$ cat config.mk
export PLATFORM = sky130hd
export DESIGN_NAME = commit_top
export DESIGN_NICKNAME = d
export VERILOG_FILES = /design/src/source/commit_pkg.sv /design/src/source/retire_latch.sv /design/src/source/commit_ctrl.sv /design/src/source/arch_regfile.sv /design/src/source/excp_csr.sv /design/src/source/commit_top.sv
export VERILOG_INCLUDE_DIRS = /design/src /design/src/include
export SDC_FILE = /design/constraint.sdc
export NUM_CORES = 2
export LEC_CHECK = 0
export ABC_AREA = 0
export BUFFER_PORTS_ARGS = -buffer_cell sky130_fd_sc_hd__buf_2
export CAP_MARGIN = 20
export CORE_MARGIN = 8
export CORE_UTILIZATION = 25
export DETAILED_ROUTE_END_ITERATION = 12
export GPL_ROUTABILITY_DRIVEN = 0
export PLACE_DENSITY = 0.37
export SLEW_MARGIN = 30
export SYNTH_ARGS = -nofsm -noshare
export SYNTH_HDL_FRONTEND = slang
export SYNTH_HIERARCHICAL = 1
export SYNTH_SLANG_ARGS = --single-unit
$ cat constraint.sdc
create_clock -name clk -period 9.6 [get_ports clk]
set_clock_uncertainty 0.05 [all_clocks]
set_input_delay 0.96 -clock clk [delete_from_list [all_inputs] [get_ports clk]]
set_output_delay 0.96 -clock clk [all_outputs]
set_load 0.01 [all_outputs]
$ cat src/include/commit_defs.svh
`ifndef COMMIT_DEFS_SVH
`define COMMIT_DEFS_SVH

// exception entry, the target of every exception flush
`define COMMIT_EENTRY 32'h1c00_8000

// architectural integer registers, r0 hardwired to zero
`define COMMIT_NREGS 32

// era after reset, the boot vector
`define COMMIT_RESET_ERA 32'h1c00_0000

`endif

$ cat src/source/commit_pkg.sv
`default_nettype none

package commit_pkg;

    // operation class of a retiring instruction
    typedef enum logic [2:0] {
        OP_ALU     = 3'd0,
        OP_LOAD    = 3'd1,
        OP_STORE   = 3'd2,
        OP_SYSCALL = 3'd3,
        OP_BREAK   = 3'd4,
        OP_ERTN    = 3'd5,
        OP_PRIV    = 3'd6
    } op_e;

    // bit index in a lane cause vector, lowest index wins
    typedef enum logic [2:0] {
        CAUSE_INT  = 3'd0,
        CAUSE_ADEF = 3'd1,
        CAUSE_SYS  = 3'd2,
        CAUSE_BRK  = 3'd3,
        CAUSE_INE  = 3'd4,
        CAUSE_ALE  = 3'd5,
        CAUSE_ADEM = 3'd6,
        CAUSE_RSVD = 3'd7
    } cause_e;

    // estat.ecode encodings
    typedef enum logic [5:0] {
        ECODE_INT  = 6'h00,
        ECODE_ADE  = 6'h08,
        ECODE_ALE  = 6'h09,
        ECODE_SYS  = 6'h0b,
        ECODE_BRK  = 6'h0c,
        ECODE_INE  = 6'h0d,
        ECODE_NONE = 6'h3f
    } ecode_e;

endpackage

`default_nettype wire

$ cat src/source/retire_latch.sv
`timescale 1ns/1ps
`default_nettype none

module retire_latch import commit_pkg::*; (
    input  wire logic        clk,
    input  wire logic        rst,
    input  wire logic        req_i,
    output logic             ack_o,
    input  wire logic        lane0_valid_i,
    input  wire op_e         lane0_op_i,
    input  wire logic [31:0] lane0_pc_i,
    input  wire logic [4:0]  lane0_rd_i,
    input  wire logic [31:0] lane0_wdata_i,
    input  wire logic [7:0]  lane0_cause_i,
    input  wire logic        lane1_valid_i,
    input  wire op_e         lane1_op_i,
    input  wire logic [31:0] lane1_pc_i,
    input  wire logic [4:0]  lane1_rd_i,
    input  wire logic [31:0] lane1_wdata_i,
    input  wire logic [7:0]  lane1_cause_i,
    output logic             pair_valid_o,
    output logic             lane0_valid_o,
    output op_e              lane0_op_o,
    output logic [31:0]      lane0_pc_o,
    output logic [4:0]       lane0_rd_o,
    output logic [31:0]      lane0_wdata_o,
    output logic [7:0]       lane0_cause_o,
    output logic             lane1_valid_o,
    output op_e              lane1_op_o,
    output logic [31:0]      lane1_pc_o,
    output logic [4:0]       lane1_rd_o,
    output logic [31:0]      lane1_wdata_o,
    output logic [7:0]       lane1_cause_o
);

    typedef enum logic [1:0] {
        IDLE     = 2'd0,
        HELD     = 2'd1,
        WAIT_LOW = 2'd2
    } state_e;

    state_e state;

    // held for exactly one cycle after capture
    assign pair_valid_o = (state == HELD);
    assign ack_o        = (state != IDLE);

    always_ff @(posedge clk) begin
        if (rst) begin
            state <= IDLE;
        end else begin
            case (state)
                IDLE:     if (req_i) state <= HELD;
                HELD:     state <= req_i ? WAIT_LOW : IDLE;
                WAIT_LOW: if (!req_i) state <= IDLE;
                default:  state <= IDLE;
            endcase
        end
    end

    // pair payload, only sampled on the capture edge
    always_ff @(posedge clk) begin
        if (state == IDLE && req_i) begin
            lane0_valid_o <= lane0_valid_i;
            lane0_op_o    <= lane0_op_i;
            lane0_pc_o    <= lane0_pc_i;
            lane0_rd_o    <= lane0_rd_i;
            lane0_wdata_o <= lane0_wdata_i;
            lane0_cause_o <= lane0_cause_i;
            lane1_valid_o <= lane1_valid_i;
            lane1_op_o    <= lane1_op_i;
            lane1_pc_o    <= lane1_pc_i;
            lane1_rd_o    <= lane1_rd_i;
            lane1_wdata_o <= lane1_wdata_i;
            lane1_cause_o <= lane1_cause_i;
        end
    end

    // ack only ever answers a request seen on the previous edge
    ack_needs_req: assert property (@(posedge clk) disable iff (rst)
        $rose(ack_o) |-> $past(req_i));

endmodule

`default_nettype wire

$ cat src/source/commit_ctrl.sv
`timescale 1ns/1ps
`default_nettype none

`include "commit_defs.svh"

module commit_ctrl import commit_pkg::*; (
    input  wire logic        clk,
    input  wire logic        rst,
    input  wire logic        pair_valid_i,
    input  wire logic        lane0_valid_i,
    input  wire op_e         lane0_op_i,
    input  wire logic [31:0] lane0_pc_i,
    input  wire logic [4:0]  lane0_rd_i,
    input  wire logic [31:0] lane0_wdata_i,
    input  wire logic [7:0]  lane0_cause_i,
    input  wire logic        lane1_valid_i,
    input  wire op_e         lane1_op_i,
    input  wire logic [31:0] lane1_pc_i,
    input  wire logic [4:0]  lane1_rd_i,
    input  wire logic [31:0] lane1_wdata_i,
    input  wire logic [7:0]  lane1_cause_i,
    input  wire logic        is_pri_instr_i,
    input  wire logic [31:0] era_i,
    output logic             we0_o,
    output logic             we1_o,
    output logic [4:0]       rd0_o,
    output logic [4:0]       rd1_o,
    output logic [31:0]      wd0_o,
    output logic [31:0]      wd1_o,
    output logic             excp_take_o,
    output logic             ertn_take_o,
    output ecode_e           ecode_o,
    output logic [31:0]      era_value_o,
    output logic [31:0]      badv_o,
    output logic             badv_we_o,
    output logic             flush_o,
    output logic             excp_flush_o,
    output logic             ertn_flush_o,
    output logic [31:0]      redirect_pc_o,
    output logic             pri_stall_o
);

    logic   fault0;
    logic   fault1;
    logic   kill1;
    logic   commit0;
    logic   commit1;
    logic   pri_commit;
    logic   [7:0]  sel_cause;
    logic   [31:0] sel_pc;
    logic   [31:0] sel_wdata;
    cause_e top_cause;

    // lowest set bit of a cause vector
    function automatic cause_e first_cause(input logic [7:0] cause);
        cause_e sel;
        sel = CAUSE_RSVD;
        for (int i = 7; i >= 0; i--) begin
            if (cause[i]) sel = cause_e'(i);
        end
        return sel;
    endfunction

    function automatic ecode_e cause_to_ecode(input cause_e c);
        case (c)
            CAUSE_INT:  return ECODE_INT;
            CAUSE_ADEF: return ECODE_ADE;
            CAUSE_SYS:  return ECODE_SYS;
            CAUSE_BRK:  return ECODE_BRK;
            CAUSE_ALE:  return ECODE_ALE;
            CAUSE_ADEM: return ECODE_ADE;
            // reserved slot reports as an invalid instruction
            default:    return ECODE_INE;
        endcase
    endfunction

    assign fault0 = pair_valid_i && lane0_valid_i && (lane0_cause_i != 8'd0);

    // anything behind a fault, syscall, break or ertn is squashed
    assign kill1 = fault0 || (lane0_valid_i &&
                   (lane0_op_i == OP_SYSCALL || lane0_op_i == OP_BREAK ||
                    lane0_op_i == OP_ERTN));

    assign fault1  = pair_valid_i && lane1_valid_i && !kill1 && (lane1_cause_i != 8'd0);
    assign commit0 = pair_valid_i && lane0_valid_i && !fault0;
    assign commit1 = pair_valid_i && lane1_valid_i && !kill1 && !fault1;

    // register writeback, r0 is never a target
    assign we0_o = commit0 && (lane0_rd_i != 5'd0);
    assign we1_o = commit1 && (lane1_rd_i != 5'd0);
    assign rd0_o = lane0_rd_i;
    assign rd1_o = lane1_rd_i;
    assign wd0_o = lane0_wdata_i;
    assign wd1_o = lane1_wdata_i;

    // older lane has priority
    assign sel_cause = fault0 ? lane0_cause_i : lane1_cause_i;
    assign sel_pc    = fault0 ? lane0_pc_i    : lane1_pc_i;
    assign sel_wdata = fault0 ? lane0_wdata_i : lane1_wdata_i;
    assign top_cause = first_cause(sel_cause);

    assign excp_take_o = fault0 || fault1;
    assign ecode_o     = cause_to_ecode(top_cause);
    assign era_value_o = sel_pc;

    always_comb begin
        badv_we_o = 1'b0;
        badv_o    = sel_wdata;
        if (excp_take_o) begin
            case (top_cause)
                CAUSE_ADEF: begin
                    badv_we_o = 1'b1;
                    badv_o    = sel_pc;
                end
                CAUSE_ALE, CAUSE_ADEM: badv_we_o = 1'b1;
                default:               badv_we_o = 1'b0;
            endcase
        end
    end

    assign ertn_take_o = !excp_take_o &&
                         ((commit0 && lane0_op_i == OP_ERTN) ||
                          (commit1 && lane1_op_i == OP_ERTN));

    assign excp_flush_o  = excp_take_o;
    assign ertn_flush_o  = ertn_take_o;
    assign flush_o       = excp_take_o || ertn_take_o;
    assign redirect_pc_o = excp_take_o ? `COMMIT_EENTRY :
                           ertn_take_o ? era_i : 32'd0;

    // privileged ops issue alone, so only lane 0 can retire one
    assign pri_commit = pair_valid_i && lane0_valid_i &&
                        (lane0_op_i == OP_PRIV || lane0_op_i == OP_ERTN);

    always_ff @(posedge clk) begin
        if (rst) begin
            pri_stall_o <= 1'b0;
        end else if (is_pri_instr_i) begin
            pri_stall_o <= 1'b1;
        end else if (pri_commit) begin
            pri_stall_o <= 1'b0;
        end
    end

    excp_ertn_exclusive: assert property (@(posedge clk) disable iff (rst)
        !(excp_take_o && ertn_take_o));

endmodule

`default_nettype wire

$ cat src/source/arch_regfile.sv
`timescale 1ns/1ps
`default_nettype none

`include "commit_defs.svh"

module arch_regfile (
    input  wire logic        clk,
    input  wire logic        rst,
    input  wire logic        we0_i,
    input  wire logic        we1_i,
    input  wire logic [4:0]  rd0_i,
    input  wire logic [4:0]  rd1_i,
    input  wire logic [31:0] wd0_i,
    input  wire logic [31:0] wd1_i,
    input  wire logic [4:0]  raddr_i,
    output logic      [31:0] rdata_o
);

    logic [31:0] regs [`COMMIT_NREGS];

    always_ff @(posedge clk) begin
        if (rst) begin
            for (int i = 0; i < `COMMIT_NREGS; i++) begin
                regs[i] <= 32'd0;
            end
        end else begin
            if (we0_i) regs[rd0_i] <= wd0_i;
            // lane 1 is younger, so its write lands last
            if (we1_i) regs[rd1_i] <= wd1_i;
        end
    end

    assign rdata_o = (raddr_i == 5'd0) ? 32'd0 : regs[raddr_i];

    // commit control must filter r0 writes
    no_r0_write: assert property (@(posedge clk) disable iff (rst)
        !(we0_i && rd0_i == 5'd0) && !(we1_i && rd1_i == 5'd0));

endmodule

`default_nettype wire

$ cat src/source/excp_csr.sv
`timescale 1ns/1ps
`default_nettype none

`include "commit_defs.svh"

module excp_csr import commit_pkg::*; (
    input  wire logic        clk,
    input  wire logic        rst,
    input  wire logic        excp_take_i,
    input  wire logic        ertn_take_i,
    input  wire ecode_e      ecode_i,
    input  wire logic [31:0] era_value_i,
    input  wire logic [31:0] badv_i,
    input  wire logic        badv_we_i,
    output logic      [31:0] era_o,
    output ecode_e           ecode_o,
    output logic      [31:0] badv_o,
    output logic             ie_o
);

    logic pie;

    always_ff @(posedge clk) begin
        if (rst) begin
            era_o   <= `COMMIT_RESET_ERA;
            ecode_o <= ECODE_NONE;
            badv_o  <= 32'd0;
            ie_o    <= 1'b1;
            pie     <= 1'b0;
        end else if (excp_take_i) begin
            era_o   <= era_value_i;
            ecode_o <= ecode_i;
            if (badv_we_i) badv_o <= badv_i;
            // stash ie in prmd, mask interrupts in the handler
            pie     <= ie_o;
            ie_o    <= 1'b0;
        end else if (ertn_take_i) begin
            ie_o    <= pie;
        end
    end

endmodule

`default_nettype wire

$ cat src/source/commit_top.sv
`timescale 1ns/1ps
`default_nettype none

module commit_top import commit_pkg::*; (
    input  wire logic        clk,
    input  wire logic        rst,
    input  wire logic        req_i,
    output logic             ack_o,
    input  wire logic        lane0_valid_i,
    input  wire op_e         lane0_op_i,
    input  wire logic [31:0] lane0_pc_i,
    input  wire logic [4:0]  lane0_rd_i,
    input  wire logic [31:0] lane0_wdata_i,
    input  wire logic [7:0]  lane0_cause_i,
    input  wire logic        lane1_valid_i,
    input  wire op_e         lane1_op_i,
    input  wire logic [31:0] lane1_pc_i,
    input  wire logic [4:0]  lane1_rd_i,
    input  wire logic [31:0] lane1_wdata_i,
    input  wire logic [7:0]  lane1_cause_i,
    input  wire logic        is_pri_instr_i,
    input  wire logic [4:0]  raddr_i,
    output logic      [31:0] rdata_o,
    output logic             flush_o,
    output logic             excp_flush_o,
    output logic             ertn_flush_o,
    output logic      [31:0] redirect_pc_o,
    output logic             pri_stall_o,
    output logic      [31:0] era_o,
    output ecode_e           ecode_o,
    output logic      [31:0] badv_o,
    output logic             ie_o
);

    // latched pair
    logic        pair_valid;
    logic        l0_valid;
    op_e         l0_op;
    logic [31:0] l0_pc;
    logic [4:0]  l0_rd;
    logic [31:0] l0_wdata;
    logic [7:0]  l0_cause;
    logic        l1_valid;
    op_e         l1_op;
    logic [31:0] l1_pc;
    logic [4:0]  l1_rd;
    logic [31:0] l1_wdata;
    logic [7:0]  l1_cause;

    // writeback and csr update
    logic        we0;
    logic        we1;
    logic [4:0]  rd0;
    logic [4:0]  rd1;
    logic [31:0] wd0;
    logic [31:0] wd1;
    logic        excp_take;
    logic        ertn_take;
    ecode_e      ecode;
    logic [31:0] era_value;
    logic [31:0] badv;
    logic        badv_we;

    retire_latch u_retire_latch (
        .clk           (clk),
        .rst           (rst),
        .req_i         (req_i),
        .ack_o         (ack_o),
        .lane0_valid_i (lane0_valid_i),
        .lane0_op_i    (lane0_op_i),
        .lane0_pc_i    (lane0_pc_i),
        .lane0_rd_i    (lane0_rd_i),
        .lane0_wdata_i (lane0_wdata_i),
        .lane0_cause_i (lane0_cause_i),
        .lane1_valid_i (lane1_valid_i),
        .lane1_op_i    (lane1_op_i),
        .lane1_pc_i    (lane1_pc_i),
        .lane1_rd_i    (lane1_rd_i),
        .lane1_wdata_i (lane1_wdata_i),
        .lane1_cause_i (lane1_cause_i),
        .pair_valid_o  (pair_valid),
        .lane0_valid_o (l0_valid),
        .lane0_op_o    (l0_op),
        .lane0_pc_o    (l0_pc),
        .lane0_rd_o    (l0_rd),
        .lane0_wdata_o (l0_wdata),
        .lane0_cause_o (l0_cause),
        .lane1_valid_o (l1_valid),
        .lane1_op_o    (l1_op),
        .lane1_pc_o    (l1_pc),
        .lane1_rd_o    (l1_rd),
        .lane1_wdata_o (l1_wdata),
        .lane1_cause_o (l1_cause)
    );

    commit_ctrl u_commit_ctrl (
        .clk            (clk),
        .rst            (rst),
        .pair_valid_i   (pair_valid),
        .lane0_valid_i  (l0_valid),
        .lane0_op_i     (l0_op),
        .lane0_pc_i     (l0_pc),
        .lane0_rd_i     (l0_rd),
        .lane0_wdata_i  (l0_wdata),
        .lane0_cause_i  (l0_cause),
        .lane1_valid_i  (l1_valid),
        .lane1_op_i     (l1_op),
        .lane1_pc_i     (l1_pc),
        .lane1_rd_i     (l1_rd),
        .lane1_wdata_i  (l1_wdata),
        .lane1_cause_i  (l1_cause),
        .is_pri_instr_i (is_pri_instr_i),
        .era_i          (era_o),
        .we0_o          (we0),
        .we1_o          (we1),
        .rd0_o          (rd0),
        .rd1_o          (rd1),
        .wd0_o          (wd0),
        .wd1_o          (wd1),
        .excp_take_o    (excp_take),
        .ertn_take_o    (ertn_take),
        .ecode_o        (ecode),
        .era_value_o    (era_value),
        .badv_o         (badv),
        .badv_we_o      (badv_we),
        .flush_o        (flush_o),
        .excp_flush_o   (excp_flush_o),
        .ertn_flush_o   (ertn_flush_o),
        .redirect_pc_o  (redirect_pc_o),
        .pri_stall_o    (pri_stall_o)
    );

    arch_regfile u_arch_regfile (
        .clk     (clk),
        .rst     (rst),
        .we0_i   (we0),
        .we1_i   (we1),
        .rd0_i   (rd0),
        .rd1_i   (rd1),
        .wd0_i   (wd0),
        .wd1_i   (wd1),
        .raddr_i (raddr_i),
        .rdata_o (rdata_o)
    );

    excp_csr u_excp_csr (
        .clk         (clk),
        .rst         (rst),
        .excp_take_i (excp_take),
        .ertn_take_i (ertn_take),
        .ecode_i     (ecode),
        .era_value_i (era_value),
        .badv_i      (badv),
        .badv_we_i   (badv_we),
        .era_o       (era_o),
        .ecode_o     (ecode_o),
        .badv_o      (badv_o),
        .ie_o        (ie_o)
    );

endmodule

`default_nettype wire

After elaboration in Yosys (flattened, before gate mapping)
Memory sizes are Yosys's and may differ from the RTL's.
Cells that the tools add are included.
W data, S select, Z words.
- register bits after elaboration: 237
- memory bits (writable): 1024
- logic and storage cells: 115
- input bits: 171
- memories: 1
- memory list (memory ; depth ; width ; read ports ; clocked after memory_dff ; write ports ; line ; RTL):
    u_arch_regfile.regs ; 32 ; 32 ; 1 ; 0 ; 32 ; arch_regfile.sv:19 ; logic [31:0] regs [`COMMIT_NREGS];
- muxes and demuxes: 39
- eq/ne operators: 14
- reductions and logical operators: 42
- operators with widths (kind ; count):
    $mux W32 ; 8
    $reduce_or A32 Y1 ; 2
    $pmux W4 S5 ; 1
    $eq A3 B3 Y1 const B ; 6
    $mux W1 ; 17
    $reduce_bool A8 Y1 ; 2
    $logic_and A1 B1 Y1 ; 15
    $mux W3 ; 4
    $mux W2 ; 5
    $mux W5 ; 2
    $reduce_bool A5 Y1 ; 2
    $eq A3 B2 Y1 const B ; 3
    $logic_or A1 B1 Y1 ; 7
    $mux W7 ; 1
    $pmux W2 S3 ; 1
    $reduce_bool A2 Y1 ; 3
    $logic_not A5 Y1 ; 1
    $logic_not A1 Y1 ; 4
    $ne A2 B2 Y1 const B ; 2
    $reduce_and A2 Y1 ; 2
    $eq A3 B1 Y1 const B ; 1
    $logic_not A3 Y1 ; 1
    $reduce_or A3 Y1 ; 1
    $eq A2 B1 Y1 const B ; 1
    other kinds (3) ; 3

Depth between registers and ports, before layout
- word-level depth: 16
- mapped depth: 11

Cells and area by module
The synthesis kept the hierarchy.
- by module, submodules not included (module ; sequential area each (µm²) ; cells each ; area each (µm²) ; times used):
    arch_regfile ; 30749.5 ; 3265 ; 51274.2 ; 1
    retire_latch ; 4904.7 ; 172 ; 4952.2 ; 1
    commit_ctrl ; 20.0 ; 477 ; 2894.0 ; 1
    excp_csr ; 1441.4 ; 276 ; 2859.0 ; 1

Worst setup path before layout
Ideal clock, no wire load.
- path kind: input to register
- from: input req_i
- to: register u_retire_latch.lane0_cause_o[0], enable pin
- setup slack: 1.203 ns
- path buffers: 0
- data required time: 8.864 ns
- arrival time: 7.661 ns
- cell stages on the path: 2
- cell sequence: inv_1 nor2_1
- word-level cells in the longest chain between the ends: 1
- RTL lines (element ; line ; RTL):
    from (decl) ; commit_top.sv:7 ; input wire logic req_i,
    $logic_and A1 B1 Y1 ; retire_latch.sv:63 ; if (state == IDLE && req_i) begin
    to (signal assigned) ; retire_latch.sv:69 ; lane0_cause_o <= lane0_cause_i;
    to (decl) ; retire_latch.sv:27 ; output logic [7:0] lane0_cause_o,
No other way between the ends.
A chain may end at the register's enable or synchronous reset.

Final worst setup path
- from: register u_retire_latch.lane0_cause_o[6]
- to: output flush_o
- word-level cells in the longest chain between the ends: 12
- elaborated cells between the ends (all ways): 17
- classes of those cells: reduce/logical: 17
- RTL lines (element ; line ; RTL):
    $reduce_bool A8 Y1 (*) ; commit_ctrl.sv:77 ; assign fault0 = pair_valid_i && lane0_valid_i && (lane0_cause_i != 8'd0);
    $logic_and A1 B1 Y1 (*) ; commit_ctrl.sv:77 ;
    $logic_or A1 B1 Y1 ; commit_ctrl.sv:80 ; assign kill1 = fault0 || (lane0_valid_i &&
    $logic_not A1 Y1 ; commit_ctrl.sv:84, commit_ctrl.sv:86 ;
    $logic_and A1 B1 Y1 ; commit_ctrl.sv:84, commit_ctrl.sv:86 ;
    $logic_and A1 B1 Y1 ; commit_ctrl.sv:84 ; assign fault1 = pair_valid_i && lane1_valid_i && !kill1 && (lane1_cause_i != 8'd0);
    $logic_not A1 Y1 ; commit_ctrl.sv:86 ; assign commit1 = pair_valid_i && lane1_valid_i && !kill1 && !fault1;
    $logic_and A1 B1 Y1 ; commit_ctrl.sv:86 ;
    $logic_and A1 B1 Y1 ; commit_ctrl.sv:123 ; (commit1 && lane1_op_i == OP_ERTN));
    $logic_or A1 B1 Y1 ; commit_ctrl.sv:122 ; ((commit0 && lane0_op_i == OP_ERTN) ||
    $logic_and A1 B1 Y1 ; commit_ctrl.sv:121 ; assign ertn_take_o = !excp_take_o &&
    $logic_or A1 B1 Y1 (*) ; commit_ctrl.sv:127 ; assign flush_o = excp_take_o || ertn_take_o;
    to (decl) ; commit_top.sv:24 ; output logic flush_o,
Mark *: on every way between the ends. The rest lies on a longest branch, timed or not.

==> metrics <==
VDD IR max 0.175 mV; Design Area, Final 0.0709 mm^2; routed vias/inst 5.38; first-pass GRT wire length 354000 um; CP peak stage delay 0.74 ns; Worst path slowest cell buf_4; Clock Path Buffers 3; Initial Util 0.252; number of global-route vias before repair 41600; initial antenna violation count 25; Area growth syn-to-layout 14.3%; EDFF count, synth 1186; dpl cell area 0.0661 mm^2; outcome complete, no violations; WP data arrival 4.30 ns; # setup viols final 0; Post-DP HPWL 150000 um; Total GRT Usage 0.186; register-to-register setup slack 4.48 ns; Leakage 0.0248 uW; Fin. Hold Viols 0; Die Y-Extent 514 um; YS warnings 6; Primary FF master, synth edfxtp_1; area of the multi-input gates 0.0217 mm^2; max cap viols 0; RR Startpoint u_retire_latch/lane1_cause_o[0]; post-CTS setup buffers 0; Core Rows 182; Setup TNS 0 ns; Setup crit start kind flop; Final ANT Viol Nets 0; H-tree depth 4; RSZ-0062 raised after global routing false; Yosys top cell by area edfxtp_1; DRT Pass-1 Iters 6; Crit. Startpoint u_retire_latch/lane0_cause_o[6]; synthesized flop and latch total 1261; Fmax achieved 188 MHz; vias post-DR 41100; commonest non-fill, non-tap cell in the layout edfxtp_1; Util after Layout 0.288; core area 0.246 mm^2; clk_lat worst skew 0.81 ns; CP max FO 125; layout cell share with drive strength beyond 1 0.259; CTS sink cnt 1261; power per cell area 186 mW/mm^2; fill count 24700; Async SR Flop Fraction 0; most frequent cells in the layout 1186 x edfxtp_1, 1025 x a22o_1, 306 x buf_2; Seq. cell area 0.0371 mm^2; CTS Buf Count 157; final worst-path cycle share 0.554; Hold Buf Count CTS 0; final wirelength 256000 um; relative slew slack 0.297; crit path to flush_o; Overflow after GRT 0; Reg-to-Reg End u_arch_regfile/regs[12][15]; HP Class input pin to flop; Setup crit end kind primary output; Post-CTS Resized 0; number of port buffers 310; pin count of the biggest net entering global routing 137; Seq/Total Area, Yosys 0.599; Mapped Cells 4190; Netlist cell types 79; DIE AREA 0.264 mm^2; cell count of the worst reg-to-reg path 9; clock slew at reported path FFs 0.06 ns; Die Wd 514 um; TritonCTS clock tree yes; post-synthesis cell area 0.0620 mm^2; Avg WL per Cell 33.6 um; syn_area_per_cell 14.8 um^2; final net count 4366; root buffer cell clkbuf_16; worst endpoint required time 8.59 ns; Slew @ Worst Pin 1.05 ns; Crit Path Category flop to primary output; DRT iter0 DRCs 3911; post-synth top area share 0.575; Ports 311; max-slew violations 0; final critical-path required period 5.31 ns; DRC Markers 0; CP Cell Sequence or3_1 > o31ai_4 > buf_4 > o21ai_4 > buf_12 > or2_2 > buf_2; largest cells by area after synthesis edfxtp_1 57%, a22o_1 14%, mux4_2 8.1%
[power breakdown]
part	switching, uW	internal, uW	leakage [uW]
logic	845	335	0.00985
registers	83.3	6220	0.0127
clock network	2440	3250	0.00232
[cells in the mapped netlist, types with 33 or more instances]
library cell,count
edfxtp_1,1186
a22o_1,1025
clkbuf_1,278
mux4_2,224
buf_2,200
nand2_1,184
buf_4,131
mux2i_1,95
dfxtp_1,75
nor2_1,65
o21ai_1,53
nor2b_1,46
buf_6,41
nand3_1,37
a21oi_1,35
o211ai_1,34
a211oi_1,33
nand4_1,33
[flip-flops by register name, summed over array words and instances (netlist names)]
| name | count |
|---|---|
| u_arch_regfile/regs | 1024 |
| u_excp_csr/badv_o | 32 |
| u_excp_csr/era_o | 32 |
| u_retire_latch/lane0_pc_o | 32 |
| u_retire_latch/lane0_wdata_o | 32 |
| u_retire_latch/lane1_pc_o | 32 |
| u_retire_latch/lane1_wdata_o | 32 |
| u_retire_latch/lane0_cause_o | 8 |
| u_retire_latch/lane1_cause_o | 8 |
| u_excp_csr/ecode_o | 6 |
| u_retire_latch/lane0_rd_o | 5 |
| u_retire_latch/lane1_rd_o | 5 |
| u_retire_latch/lane0_op_o | 3 |
| u_retire_latch/lane1_op_o | 3 |
| u_retire_latch/state | 2 |
| u_commit_ctrl/pri_stall_o | 1 |
| u_excp_csr/ie_o | 1 |
| u_excp_csr/pie | 1 |
| u_retire_latch/lane0_valid_o | 1 |
| u_retire_latch/lane1_valid_o | 1 |
[final cells by class]
cell class,instances,share of cell area
Timing Repair Buffer,501,0.0441
Clock buffer,211,0.0599
Antenna cell,9,0.000318
Clock inverter,68,0.00710
Inverter,3,0.000177
Tap cell,3312,0.0585
Sequential cell,1261,0.524
Multi-Input combinational cell,2271,0.306
[worst max-delay path: cells and delay by family (launching register included)]
family | cells | cell delay, ns
flip-flops | 1 | 0.40
AO/OA/AOI/OAI | 2 | 0.76
buffers and inverters | 3 | 1.23
AND/OR/NAND/NOR | 2 | 0.94
[cells by family after synthesis]
kind of cell	count (synthesis)	synth area share
DFF	1261	0.599
buffers and inverters	659	0.0572
AOI/OAI and AO/OA	1393	0.191
muxes	351	0.103
and+or+nand+nor	523	0.0498
xor gates and xnor gates	2	0.000283
other	1	0.0000605
[metrics by stage]
step	power (uW)	hold WS, ns	instances	setup slack, ns
after floorplan	7080	0.410	4191	1.20
after global placement	7610	0.415	7343	4.10
after detailed placement	7620	0.436	7347	4.21
after CTS	13400	0.198	7626	4.21
after global routing	13600	0.226	7632	4.09
final	13200	0.272	7636	4.29
[how the worst min path moves through the flow]
stage,cells past startpoint,slack (ns),endpoint,start
after floorplan,2,0.41,u_excp_csr/pie,u_excp_csr/pie
after global placement,2,0.42,u_commit_ctrl/pri_stall_o,u_commit_ctrl/pri_stall_o
after detailed placement,2,0.44,u_excp_csr/pie,u_excp_csr/pie
after CTS,1,0.20,u_retire_latch/lane1_pc_o[4],lane1_pc_i[4]
after global routing,1,0.23,u_retire_latch/lane1_pc_o[14],lane1_pc_i[14]
final,1,0.27,u_retire_latch/lane0_pc_o[14],lane0_pc_i[14]
[routing by layer]
metal	GRT usage	wire length [um]	vias to the layer above
li1	-	-	17100
met1	0.255	114000	22200
met2	0.308	123000	1414
met3	0.0279	12600	362
met4	0.0501	6820	6
met5	0	43	-
Power figures use the tool's default switching activity.
